File: config.mk
export PLATFORM = sky130hd
export DESIGN_NAME = processor
export DESIGN_NICKNAME = d
export VERILOG_FILES = /design/src/design/cpu_pkg.sv /design/src/design/instr_fetch.sv /design/src/design/instr_decode.sv /design/src/design/alu_execute.sv /design/src/design/result_stage.sv /design/src/design/processor.sv
export VERILOG_INCLUDE_DIRS = /design/src /design/src/design
export SDC_FILE = /design/constraint.sdc
export NUM_CORES = 1
export LEC_CHECK = 0
export BUFFER_PORTS_ARGS = -buffer_cell sky130_fd_sc_hd__buf_2
export CORE_UTILIZATION = 32
export DETAILED_ROUTE_END_ITERATION = 12
export SLEW_MARGIN = 10
export SYNTH_ARGS = -nofsm -noshare
export SYNTH_HDL_FRONTEND = slang
export SYNTH_SLANG_ARGS = --single-unit
File: constraint.sdc
create_clock -name clk -period 6.51 [get_ports clk]
set_clock_uncertainty 0.2 [all_clocks]
set_input_delay 1.302 -clock clk [delete_from_list [all_inputs] [get_ports clk]]
set_output_delay 1.302 -clock clk [all_outputs]
set_load 0.005 [all_outputs]
File: src/design/cpu_consts.svh
`ifndef CPU_CONSTS_SVH
`define CPU_CONSTS_SVH

// datapath width
// one register, one port word, one instruction word
`define CPU_DATA_W 16

// program counter width
// also the width of the instruction address port
`define CPU_ADDR_W 16

// general registers r0..r7
// none of them is hardwired to zero
`define CPU_NREGS 8

// first fetch address after reset
`define CPU_RESET_PC 0

// the register index width follows from CPU_NREGS
// and must match the 3-bit rd/rs/rt fields of the instruction word

`endif

File: src/design/cpu_pkg.sv
`include "cpu_consts.svh"

package cpu_pkg;

  typedef logic [`CPU_DATA_W-1:0] data_t;
  typedef logic [`CPU_ADDR_W-1:0] addr_t;
  typedef logic [$clog2(`CPU_NREGS)-1:0] reg_idx_t;

  // instruction word layout
  //   [15:11] opcode
  //   [10:8]  rd
  //   [7:5]   rs
  //   [4:2]   rt
  //   [7:0]   immediate, shares bits with rs and rt
  // shifts take their amount from immediate bits 3..0
  // jmp and jz go to the value held in rs
  typedef enum logic [4:0] {
    op_nop = 5'd0,
    op_add = 5'd1,
    op_sub = 5'd2,
    op_and = 5'd3,
    op_or  = 5'd4,
    op_not = 5'd5,
    op_shl = 5'd6,
    op_shr = 5'd7,
    op_ldi = 5'd8,
    op_mov = 5'd9,
    op_in  = 5'd10,
    op_out = 5'd11,
    op_jmp = 5'd12,
    op_jz  = 5'd13,
    op_hlt = 5'd14
  } opcode_e;

  // fetch to decode
  typedef struct packed {
    logic  valid;
    addr_t pc;
    data_t instr;
  } fetch_reg_t;

  // decode to execute
  typedef struct packed {
    logic       valid;
    opcode_e    op;
    reg_idx_t   rd;
    data_t      op_a;
    data_t      op_b;
    logic [7:0] imm;
  } decode_reg_t;

  // execute to result
  typedef struct packed {
    logic     valid;
    opcode_e  op;
    reg_idx_t rd;
    data_t    result;
    logic     reg_wr;
  } exec_reg_t;

  // register file write, result back to decode
  typedef struct packed {
    logic     we;
    reg_idx_t idx;
    data_t    data;
  } wb_t;

  typedef struct packed {
    logic zero;
    logic neg;
    logic carry;
  } ccr_t;

endpackage

File: src/design/instr_fetch.sv
`timescale 1ns/1ps
`include "cpu_consts.svh"

module instr_fetch (
  input  logic                clk,
  input  logic                rst,
  input  cpu_pkg::data_t      imem_data,
  input  logic                redirect,
  input  cpu_pkg::addr_t      redirect_pc,
  input  logic                halt_seen,
  output cpu_pkg::addr_t      imem_addr,
  output cpu_pkg::fetch_reg_t fetch_out,
  output logic                halted
);

  // program counter, presented straight to instruction memory
  cpu_pkg::addr_t pc_q;
  logic           halt_q;
  logic           stop;
  // fetch register
  logic           valid_q;
  cpu_pkg::addr_t fpc_q;
  cpu_pkg::data_t instr_q;

  // halt freezes the pc in the cycle execute sees it
  assign stop = halt_q || halt_seen;

  always_ff @(posedge clk or posedge rst)
  begin
    if (rst)
    begin
      pc_q    <= `CPU_ADDR_W'(`CPU_RESET_PC);
      halt_q  <= 1'b0;
      valid_q <= 1'b0;
    end
    else
    begin
      halt_q  <= stop;
      // word fetched now is younger than the jump or halt
      valid_q <= !(stop || redirect);
      if (stop)
        pc_q <= pc_q;
      else if (redirect)
        pc_q <= redirect_pc;
      else
        pc_q <= pc_q + `CPU_ADDR_W'(1);
    end
  end

  // payload, qualified by valid_q
  always_ff @(posedge clk)
  begin
    fpc_q   <= pc_q;
    instr_q <= imem_data;
  end

  assign imem_addr = pc_q;
  assign halted    = halt_q;
  assign fetch_out = '{valid: valid_q, pc: fpc_q, instr: instr_q};

  // once halted, the fetch address never moves again
  a_halt_freezes_pc: assert property (@(posedge clk) disable iff (rst)
    halted |=> $stable(imem_addr));

endmodule

File: src/design/instr_decode.sv
`timescale 1ns/1ps
`include "cpu_consts.svh"

module instr_decode (
  input  logic                 clk,
  input  logic                 rst,
  input  cpu_pkg::fetch_reg_t  fetch_in,
  input  logic                 flush,
  input  cpu_pkg::wb_t         wb_in,
  output cpu_pkg::decode_reg_t decode_out
);

  // instruction fields
  cpu_pkg::opcode_e  op;
  cpu_pkg::reg_idx_t rd;
  cpu_pkg::reg_idx_t rs;
  cpu_pkg::reg_idx_t rt;
  logic [7:0]        imm;
  // register file, written by the result stage
  cpu_pkg::data_t    rf [`CPU_NREGS];
  cpu_pkg::data_t    rs_val;
  cpu_pkg::data_t    rt_val;
  // decode register
  logic              valid_q;
  cpu_pkg::opcode_e  op_q;
  cpu_pkg::reg_idx_t rd_q;
  cpu_pkg::data_t    a_q;
  cpu_pkg::data_t    b_q;
  logic [7:0]        imm_q;

  assign op  = cpu_pkg::opcode_e'(fetch_in.instr[15:11]);
  assign rd  = fetch_in.instr[10:8];
  assign rs  = fetch_in.instr[7:5];
  assign rt  = fetch_in.instr[4:2];
  assign imm = fetch_in.instr[7:0];

  // read port with bypass of a write landing this same cycle
  function automatic cpu_pkg::data_t rf_read(cpu_pkg::reg_idx_t idx);
    if (wb_in.we && wb_in.idx == idx)
      return wb_in.data;
    return rf[idx];
  endfunction

  always_comb
  begin
    rs_val = rf_read(rs);
    rt_val = rf_read(rt);
  end

  always_ff @(posedge clk)
  begin
    if (wb_in.we)
      rf[wb_in.idx] <= wb_in.data;
  end

  // flush kills the entry when a jump or halt resolves behind it
  always_ff @(posedge clk or posedge rst)
  begin
    if (rst)
      valid_q <= 1'b0;
    else
      valid_q <= fetch_in.valid && !flush;
  end

  always_ff @(posedge clk)
  begin
    op_q  <= op;
    rd_q  <= rd;
    a_q   <= rs_val;
    b_q   <= rt_val;
    imm_q <= imm;
  end

  assign decode_out = '{valid: valid_q, op: op_q, rd: rd_q,
                        op_a: a_q, op_b: b_q, imm: imm_q};

  // instruction memory must only hold defined opcodes on the live path
  a_legal_opcode: assert property (@(posedge clk) disable iff (rst)
    fetch_in.valid && !flush |=>
      decode_out.op inside {[cpu_pkg::op_nop:cpu_pkg::op_hlt]});

endmodule

File: src/design/alu_execute.sv
`timescale 1ns/1ps
`include "cpu_consts.svh"

module alu_execute (
  input  logic                 clk,
  input  logic                 rst,
  input  cpu_pkg::decode_reg_t decode_in,
  output cpu_pkg::exec_reg_t   exec_out,
  output logic                 redirect,
  output cpu_pkg::addr_t       redirect_pc,
  output logic                 halt_seen
);

  cpu_pkg::data_t    a;
  cpu_pkg::data_t    b;
  // one extra bit on top holds the carry out
  logic [`CPU_DATA_W:0] wide;
  cpu_pkg::data_t    result;
  logic              set_cc;
  logic              reg_wr;
  cpu_pkg::ccr_t     ccr_d;
  cpu_pkg::ccr_t     ccr_q;
  // execute register
  logic              valid_q;
  cpu_pkg::opcode_e  op_q;
  cpu_pkg::reg_idx_t rd_q;
  cpu_pkg::data_t    result_q;
  logic              wr_q;

  assign a = decode_in.op_a;
  assign b = decode_in.op_b;

  // flags move only on arithmetic, logic and shifts
  assign set_cc = decode_in.op inside {cpu_pkg::op_add, cpu_pkg::op_sub,
    cpu_pkg::op_and, cpu_pkg::op_or, cpu_pkg::op_not, cpu_pkg::op_shl, cpu_pkg::op_shr};
  assign reg_wr = set_cc ||
    decode_in.op inside {cpu_pkg::op_ldi, cpu_pkg::op_mov, cpu_pkg::op_in};

  always_comb
  begin
    case (decode_in.op)
      cpu_pkg::op_add: wide = {1'b0, a} + {1'b0, b};
      // borrow shows up as carry
      cpu_pkg::op_sub: wide = {1'b0, a} - {1'b0, b};
      cpu_pkg::op_and: wide = {1'b0, a & b};
      cpu_pkg::op_or:  wide = {1'b0, a | b};
      cpu_pkg::op_not: wide = {1'b0, ~a};
      // last bit shifted out lands in carry
      cpu_pkg::op_shl: wide = {1'b0, a} << decode_in.imm[3:0];
      cpu_pkg::op_shr: wide = {1'b0, a >> decode_in.imm[3:0]};
      cpu_pkg::op_ldi: wide = {{(`CPU_DATA_W - 7){1'b0}}, decode_in.imm};
      // out carries the rs value down to the port
      cpu_pkg::op_mov, cpu_pkg::op_out: wide = {1'b0, a};
      default: wide = '0;
    endcase
  end

  assign result = wide[`CPU_DATA_W-1:0];
  assign ccr_d  = '{zero: (result == '0), neg: result[`CPU_DATA_W-1],
                    carry: wide[`CPU_DATA_W]};

  // jz looks at flags left by older instructions only
  assign redirect    = decode_in.valid && (decode_in.op == cpu_pkg::op_jmp ||
                       (decode_in.op == cpu_pkg::op_jz && ccr_q.zero));
  assign redirect_pc = cpu_pkg::addr_t'(a);
  assign halt_seen   = decode_in.valid && decode_in.op == cpu_pkg::op_hlt;

  always_ff @(posedge clk or posedge rst)
  begin
    if (rst)
    begin
      valid_q <= 1'b0;
      ccr_q   <= '0;
    end
    else
    begin
      valid_q <= decode_in.valid;
      if (decode_in.valid && set_cc)
        ccr_q <= ccr_d;
    end
  end

  always_ff @(posedge clk)
  begin
    op_q     <= decode_in.op;
    rd_q     <= decode_in.rd;
    result_q <= result;
    wr_q     <= reg_wr;
  end

  assign exec_out = '{valid: valid_q, op: op_q, rd: rd_q, result: result_q, reg_wr: wr_q};

  // a taken jump leaves nothing live in decode for the next two cycles
  a_redirect_squash: assert property (@(posedge clk) disable iff (rst)
    redirect |=> !decode_in.valid ##1 !decode_in.valid);

endmodule

File: src/design/result_stage.sv
`timescale 1ns/1ps

module result_stage (
  input  logic               clk,
  input  logic               rst,
  input  cpu_pkg::exec_reg_t exec_in,
  input  cpu_pkg::data_t     in_port,
  output cpu_pkg::wb_t       wb_out,
  output cpu_pkg::data_t     out_port,
  output logic               out_strobe
);

  logic           is_out;
  cpu_pkg::data_t wb_data;

  assign is_out = exec_in.valid && exec_in.op == cpu_pkg::op_out;

  // in_port is sampled here, not in execute
  assign wb_data = (exec_in.op == cpu_pkg::op_in) ? in_port : exec_in.result;

  // write lands in the register file at the end of this cycle
  assign wb_out = '{we: exec_in.valid && exec_in.reg_wr, idx: exec_in.rd, data: wb_data};

  // port holds its value between out instructions
  always_ff @(posedge clk or posedge rst)
  begin
    if (rst)
    begin
      out_port   <= '0;
      out_strobe <= 1'b0;
    end
    else
    begin
      // one pulse per executed out
      out_strobe <= is_out;
      if (is_out)
        out_port <= exec_in.result;
    end
  end

endmodule

File: src/design/processor.sv
`timescale 1ns/1ps

module processor (
  input  logic           clk,
  input  logic           rst,
  output cpu_pkg::addr_t imem_addr,
  input  cpu_pkg::data_t imem_data,
  input  cpu_pkg::data_t in_port,
  output cpu_pkg::data_t out_port,
  output logic           out_strobe,
  output logic           halted
);

  cpu_pkg::fetch_reg_t  fetch_reg;
  cpu_pkg::decode_reg_t decode_reg;
  cpu_pkg::exec_reg_t   exec_reg;
  cpu_pkg::wb_t         wb;
  logic                 redirect;
  cpu_pkg::addr_t       redirect_pc;
  logic                 halt_seen;
  logic                 flush;

  // a jump or a halt in execute kills whatever sits in decode
  assign flush = redirect || halt_seen;

  instr_fetch u_fetch (
    .clk         (clk),
    .rst         (rst),
    .imem_data   (imem_data),
    .redirect    (redirect),
    .redirect_pc (redirect_pc),
    .halt_seen   (halt_seen),
    .imem_addr   (imem_addr),
    .fetch_out   (fetch_reg),
    .halted      (halted)
  );

  instr_decode u_decode (
    .clk        (clk),
    .rst        (rst),
    .fetch_in   (fetch_reg),
    .flush      (flush),
    .wb_in      (wb),
    .decode_out (decode_reg)
  );

  alu_execute u_execute (
    .clk         (clk),
    .rst         (rst),
    .decode_in   (decode_reg),
    .exec_out    (exec_reg),
    .redirect    (redirect),
    .redirect_pc (redirect_pc),
    .halt_seen   (halt_seen)
  );

  result_stage u_result (
    .clk        (clk),
    .rst        (rst),
    .exec_in    (exec_reg),
    .in_port    (in_port),
    .wb_out     (wb),
    .out_port   (out_port),
    .out_strobe (out_strobe)
  );

endmodule

; Yosys cells after proc, flatten, opt, wreduce, memory -nomap -nowiden
; Memories as Yosys holds them, arrays and structs flattened. A register that Yosys moved wholly into a read port is not among the register bits.
; Cells that the tools add are included.
[word_totals]
regBits = 95
ram_bits = 128
output_inout_bits = 34
latchBits = 0
memories = 1
romBits = 0
[memory_table]
columns = memory, words, word_bits, rd, rd_clocked_by_memory_dff, wr, line
row1 = u_decode.rf, 8, 16, 2, 2, 1, instr_decode.sv:20  ; cpu_pkg::data_t rf [`CPU_NREGS];
[op_classes]
bitwise = 3
eq_ne = 16
n_mul = 0
order_cmp = 0
addsub = 3
shifts = 2
mux = 5
reduce_logical = 18
div_mod_pow = 0
[op_table]
columns = cell, n
row1 = case mux 16 bit (9 select lines), 1
row2 = equality test 5 x 4 -> 1 bit (second input constant), 9
row3 = 2-to-1 mux 16 bit, 2
row4 = equality test 5 x 3 -> 1 bit (second input constant), 4
row5 = adder 16 x 1 -> 16 bit (second input constant), 1
row6 = adder 16 bit, 1
row7 = bitwise AND 16 bit, 1
row8 = logical NOT 16 bit, 1
row9 = inverter 16 bit, 1
row10 = bitwise OR 16 bit, 1
row11 = << shifter 16 x 4 -> 16 bit, 1
row12 = right shift 16 x 4 -> 16 bit, 1
row13 = subtractor 16 bit, 1
row14 = equality test 5 x 2 -> 1 bit (second input constant), 2
row15 = logical AND 1 bit, 7
row16 = nonzero test 7 bit, 1
row17 = equality test 5 x 1 -> 1 bit (second input constant), 1
row18 = logical OR 1 bit, 5
row19 = nonzero test 3 bit, 1
row20 = logical NOT 1 bit, 2
row21 = 2-to-1 mux 1 bit, 2
row22 = OR reduction 2 bit, 1

; Depth between registers and ports, before layout
[depth]
word_depth = 7
ltp_mapped = 23
mapped_depth_nobuf = 20

; By module
; A second synthesis with hierarchy kept.
[hier_totals]
cells_unflattened = 1020
area_unflattened_um2 = 13221.4
[by_module_without_submodules]
columns = mod, area_per_inst_um2, n_inst, cells_each, seq_area_each_um2
row1 = instr_decode, 6407.4, 1, 275, 4189.0
row2 = alu_execute, 4116.4, 1, 527, 550.5
row3 = instr_fetch, 1756.7, 1, 156, 1091.0
row4 = result_stage, 934.6, 1, 61, 425.4
row5 = processor, 6.3, 1, 1, 0.0

; Least setup slack after synthesis
; No wires, ideal clock.
[synth_path]
path_type = reg-to-reg
from = register u_decode.imm_q[2]
to = register u_execute.ccr_q[2] (netlist bit)
required_time_ns = 6.206
t_arrival_ns = 4.892
path_stages_with_launch = 22
setup_time_ns = 0.104
path_buffers = 4
path_slack_ns = 1.314
path_cell_list = dfxtp_1 > clkbuf_1 > buf_6 > clkbuf_1 > buf_1 > mux4_2 > inv_1 > ha_1 > inv_1 > nor3_1 > nor2_1 > xor2_1 > ha_1 > nor3_1 > o21ai_0 > a211oi_1 > or4b_2 > a21oi_1 > or4_1 > and4bb_1 > nand4_1 > o41ai_2
[synth_via]
elab_chain_len = 3
elab_cells_between_ends = 4
classes_between = shift (2) / mux (1) / reduce/logical (1)
[synth_lines]
columns = element, line
row1 = from (decl), instr_decode.sv:29  ; logic [7:0] imm_q;
row2 = from (signal assigned), instr_decode.sv:71  ; imm_q <= imm;
row3 = right shift 16 x 4 -> 16 bit or << shifter 16 x 4 -> 16 bit (tied branches), "alu_execute.sv:50, alu_execute.sv:49"
row4 = case mux 16 bit (9 select lines) *, alu_execute.sv:41  ; case (decode_in.op)
row5 = via u_execute.wide[12], alu_execute.sv:17  ; logic [`CPU_DATA_W:0] wide;
row6 = logical NOT 16 bit *, alu_execute.sv:59  ; assign ccr_d = '{zero: (result == '0), neg: result[`CPU_DATA_W-1],
row7 = to (signal assigned), alu_execute.sv:79  ; ccr_q <= ccr_d;
row8 = to (decl), alu_execute.sv:22  ; cpu_pkg::ccr_t ccr_q;
; The timed path passes the listed nets; every way through them passes the cells marked *.
; A chain may end at the register's enable or synchronous reset.

; Final worst setup path
[layout_path]
from = register u_decode.imm_q[4]
to = register u_execute.ccr_q[2] (netlist bit)
[layout_via]
elab_chain_len = 2
[layout_lines]
columns = element, line
row1 = case mux 16 bit (9 select lines), alu_execute.sv:41
row2 = logical NOT 16 bit, alu_execute.sv:59
; No other way between the ends.

==> impl_metrics.py <==
metrics = {
    "run_status": {
        "status": "finished, final reports clean",
    },
    "drt": {
        "routed_wl_um": 38890,
        "vias_per_cell": 5.774,
        "drt-initial-drc-count": 872,
        "ant_nets": 0,
        "dr_total_vias": 9492,
        "routedWlPerCell_um": 23.66,
        "first_pass_iters": 5,
        "drcViolationCount": 0,
    },
    "global_route": {
        "grt_pass1_wl_um": 59150,
        "grt_antenna_before_repair": 0,
        "grt_overflow": 0,
        "grt_pass1_vias": 9575,
        "grt_max_degree": 39,
        "grt_usage_pct": 19.04,
    },
    "pwr": {
        "power_leakage_nw": 5.338,
        "p_total_mw": 3.999,
        "peakVddDrop_mv": 0.1780,
        "powerDensity_nw_per_um2": 275.3,
    },
    "synth": {
        "yosys.cell_types.count": 88,
        "synth_ff_type": "edfxtp_1",
        "yosysWarnings": 0,
        "synth_top_area_cell": "edfxtp_1",
        "yosys.area.top_type_share_pct": 30.06,
        "synthArstFlopShare_pct": 17.04,
        "syn_area_per_cell_sq_um": 12.33,
        "netlist_instances": 1037,
        "ys_seq_area_share_pct": 46.43,
        "ys_seq_elements": 223,
        "yosys-top-cells-area": "edfxtp_1 30%, mux4_2 13%, dfxtp_1 8.9%",
        "synth_edf_count": 128,
        "syn_area_sq_um": 12780,
        "syn-num-nets": 1092,
    },
    "floorplan": {
        "die_area_sq_um": 40760,
        "die_w_um": 201.9,
        "io_pins": 68,
        "core_area_sq_um": 39010,
        "die_h_um": 201.9,
        "initial_utilization_pct": 32.78,
        "row_count": 72,
    },
    "cts": {
        "cts_max_level": 1,
        "root_buffer": "clkbuf_16",
        "cts.clk_slew.worst_paths_ns": 0.07,
        "cts_buffers": 26,
        "cts_resized": 0,
        "cts_sinks": 223,
        "cts_buffer_depth": 3,
        "insertion_delay_ns": 0.57,
        "cts_tree": "yes",
        "postCtsHoldBufs": 0,
        "cts_setup_buffers": 0,
    },
    "cells_and_area": {
        "nFillCells": 3729,
        "nets": 1161,
        "layout_common_cells": "128 x edfxtp_1, 72 x mux4_2, 67 x nor2_1, 67 x buf_2, 66 x nand2_1",
        "drive_gt1_share_pct": 27.62,
        "final_common_cell": "edfxtp_1",
        "area_growth_pct": 13.62,
        "fin_util_pct": 37.24,
        "antenna_cells": 0,
    },
    "worst_setup_path": {
        "cp-startpoint": "u_decode.imm_q[4]",
        "start_kind": "register",
        "worstReg2RegStart": "u_decode.imm_q[4]",
        "crit_path_end_kind": "register",
        "critPathKind": "register to register",
        "r2r_end": "u_execute.ccr_q[2]",
        "endpoint": "u_execute.ccr_q[2]",
        "crit_path_max_fanout": 19,
        "critPathArrivalTime_ns": 5.94,
        "r2r_cells": 18,
        "cp.required_ns": 6.77,
        "rrSetupSlack_ns": 0.83,
    },
    "sta": {
        "period_share_pct": 87.21,
        "max_freq_ghz": 0.1761,
        "max_slew.worst_pin.slew_ns": 1.195,
        "slew_headroom_pct": 19.86,
        "tns_ns": 0,
        "setup_viol": 0,
        "slew_viol_final": 0,
        "rsz0062_at_grt": "false",
        "finalHoldViolations": 0,
        "period_needed_ns": 5.677,
    },
    "place": {
        "dpl.hpwl_um": 27710,
        "portBuffers": 67,
        "gp_congestion": 0.9991,
    },
    "flow_run": {
        "maxCapViolations": 0,
    },
    "worst_hold_path": {
        "hold_path.class": "register to register",
    },
}
-- state kept, by name, indices dropped and copies added (netlist names), 3 cells and up --
name,cells
u_result.out_port,16
u_fetch.imem_addr,16
u_execute.rd_q,3
u_fetch.instr_q,16
u_execute.result_q,16
u_decode.rf,128
u_execute.op_q,5
u_decode.op_q,5
u_decode.rd_q,3
u_decode.imm_q,8
-- power by group --
part	internal, mW	leakage (nW)	total [mW]	switching [mW]
logic	0.355	2.80	0.833	0.477
registers	1.64	2.13	1.75	0.109
clock network	0.812	0.404	1.42	0.603
-- per-stage QoR --
step / instance area (sq um) / hold slack (ns) / setup WS (ns) / std cells
finish: 14530 / 0.1248 / 0.8326 / 1644
global route: 14530 / 0.1316 / 0.4661 / 1644
floorplan: 12780 / 0.1096 / 1.314 / 1037
global placement: 13690 / 0.1128 / 1.023 / 1596
detailed placement: 13690 / 0.1135 / 0.9085 / 1596
CTS: 14530 / 0.1271 / 0.9157 / 1644
-- logic make-up after synthesis --
kind of cell / synth area share (%)
buffers and inverters: 3.367
adder cells (fa/ha/maj): 2.114
multiplexers: 23.29
XOR/XNOR: 1.781
AND/OR/NAND/NOR: 10.98
flip-flops: 46.43
AO/OA/AOI/OAI: 12.04
-- layout make-up --
type	count	area (sq um)	share of cell area [%]
multi-input combinational	735	6431	44.27
sequential	223	5941	40.90
clock buffer	35	704.4	4.849
tap	518	648.1	4.462
timing repair buffer	100	595.6	4.100
clock inverter	13	131.4	0.9044
inverter	20	75.07	0.5168
-- cell usage after synthesis (all sizes together), types with 3 or more instances --
| library cell | count |
|---|---|
| edfxtp | 128 |
| mux4 | 78 |
| nor2 | 67 |
| nand2 | 66 |
| mux2 | 64 |
| dfxtp | 57 |
| a21oi | 44 |
| o21ai | 44 |
| mux2i | 43 |
| dfrtp | 38 |
| clkbuf | 31 |
| buf | 28 |
| nand3 | 26 |
| nor3 | 26 |
| ha | 20 |
| o211ai | 18 |
| a211oi | 16 |
| a31oi | 16 |
| inv | 16 |
| and3 | 15 |
| and2 | 14 |
| xnor2 | 13 |
| xor2 | 13 |
| nand2b | 11 |
| o22ai | 11 |
| a22oi | 9 |
| o21a | 9 |
| a21o | 8 |
| nor2b | 8 |
| a211o | 7 |
| a2111oi | 6 |
| o2111ai | 6 |
| or2 | 6 |
| nand4 | 5 |
| or3 | 5 |
| a221oi | 4 |
| a22o | 4 |
| clkinv | 4 |
| nand3b | 4 |
| nor4 | 4 |
| a2bb2oi | 3 |
| and4 | 3 |
| o221ai | 3 |
| o22a | 3 |
| or4 | 3 |
-- worst max-delay path, cell delays in order, from the launching register on --
cell      delay, ns
dfxtp_1        0.92
mux2_2         0.43
mux4_2         0.53
inv_1          0.11
ha_1           0.17
inv_1          0.06
nor3_1         0.27
nor2_1         0.09
xor2_1         0.15
ha_1           0.25
nor3_1         0.33
o21ai_0        0.21
a211oi_1       0.44
or4b_2         0.20
a21oi_1        0.06
or4_1          0.58
and4bb_1       0.27
nand4_1        0.12
o41ai_2        0.23
-- worst min path at each step --
stage / start / end / cells after the start
finish: u_fetch.instr_q[11] / u_decode.op_q[0] / 0
global route: u_fetch.instr_q[13] / u_decode.op_q[2] / 0
CTS: u_fetch.instr_q[0] / u_decode.imm_q[0] / 0
detailed placement: u_fetch.instr_q[0] / u_decode.imm_q[0] / 0
global placement: u_fetch.instr_q[2] / u_decode.imm_q[2] / 0
floorplan: u_fetch.instr_q[0] / u_decode.imm_q[0] / 0
-- routing by layer --
layer  up-vias  wire [um]  track usage (%)
li1       4232          -                -
met1      4752      16320            25.27
met2       436      17700            30.15
met3        72       3323            3.983
met4         0       1550            7.900
met5         -          0                0
Note: power is estimated with default switching activity, not from simulation.
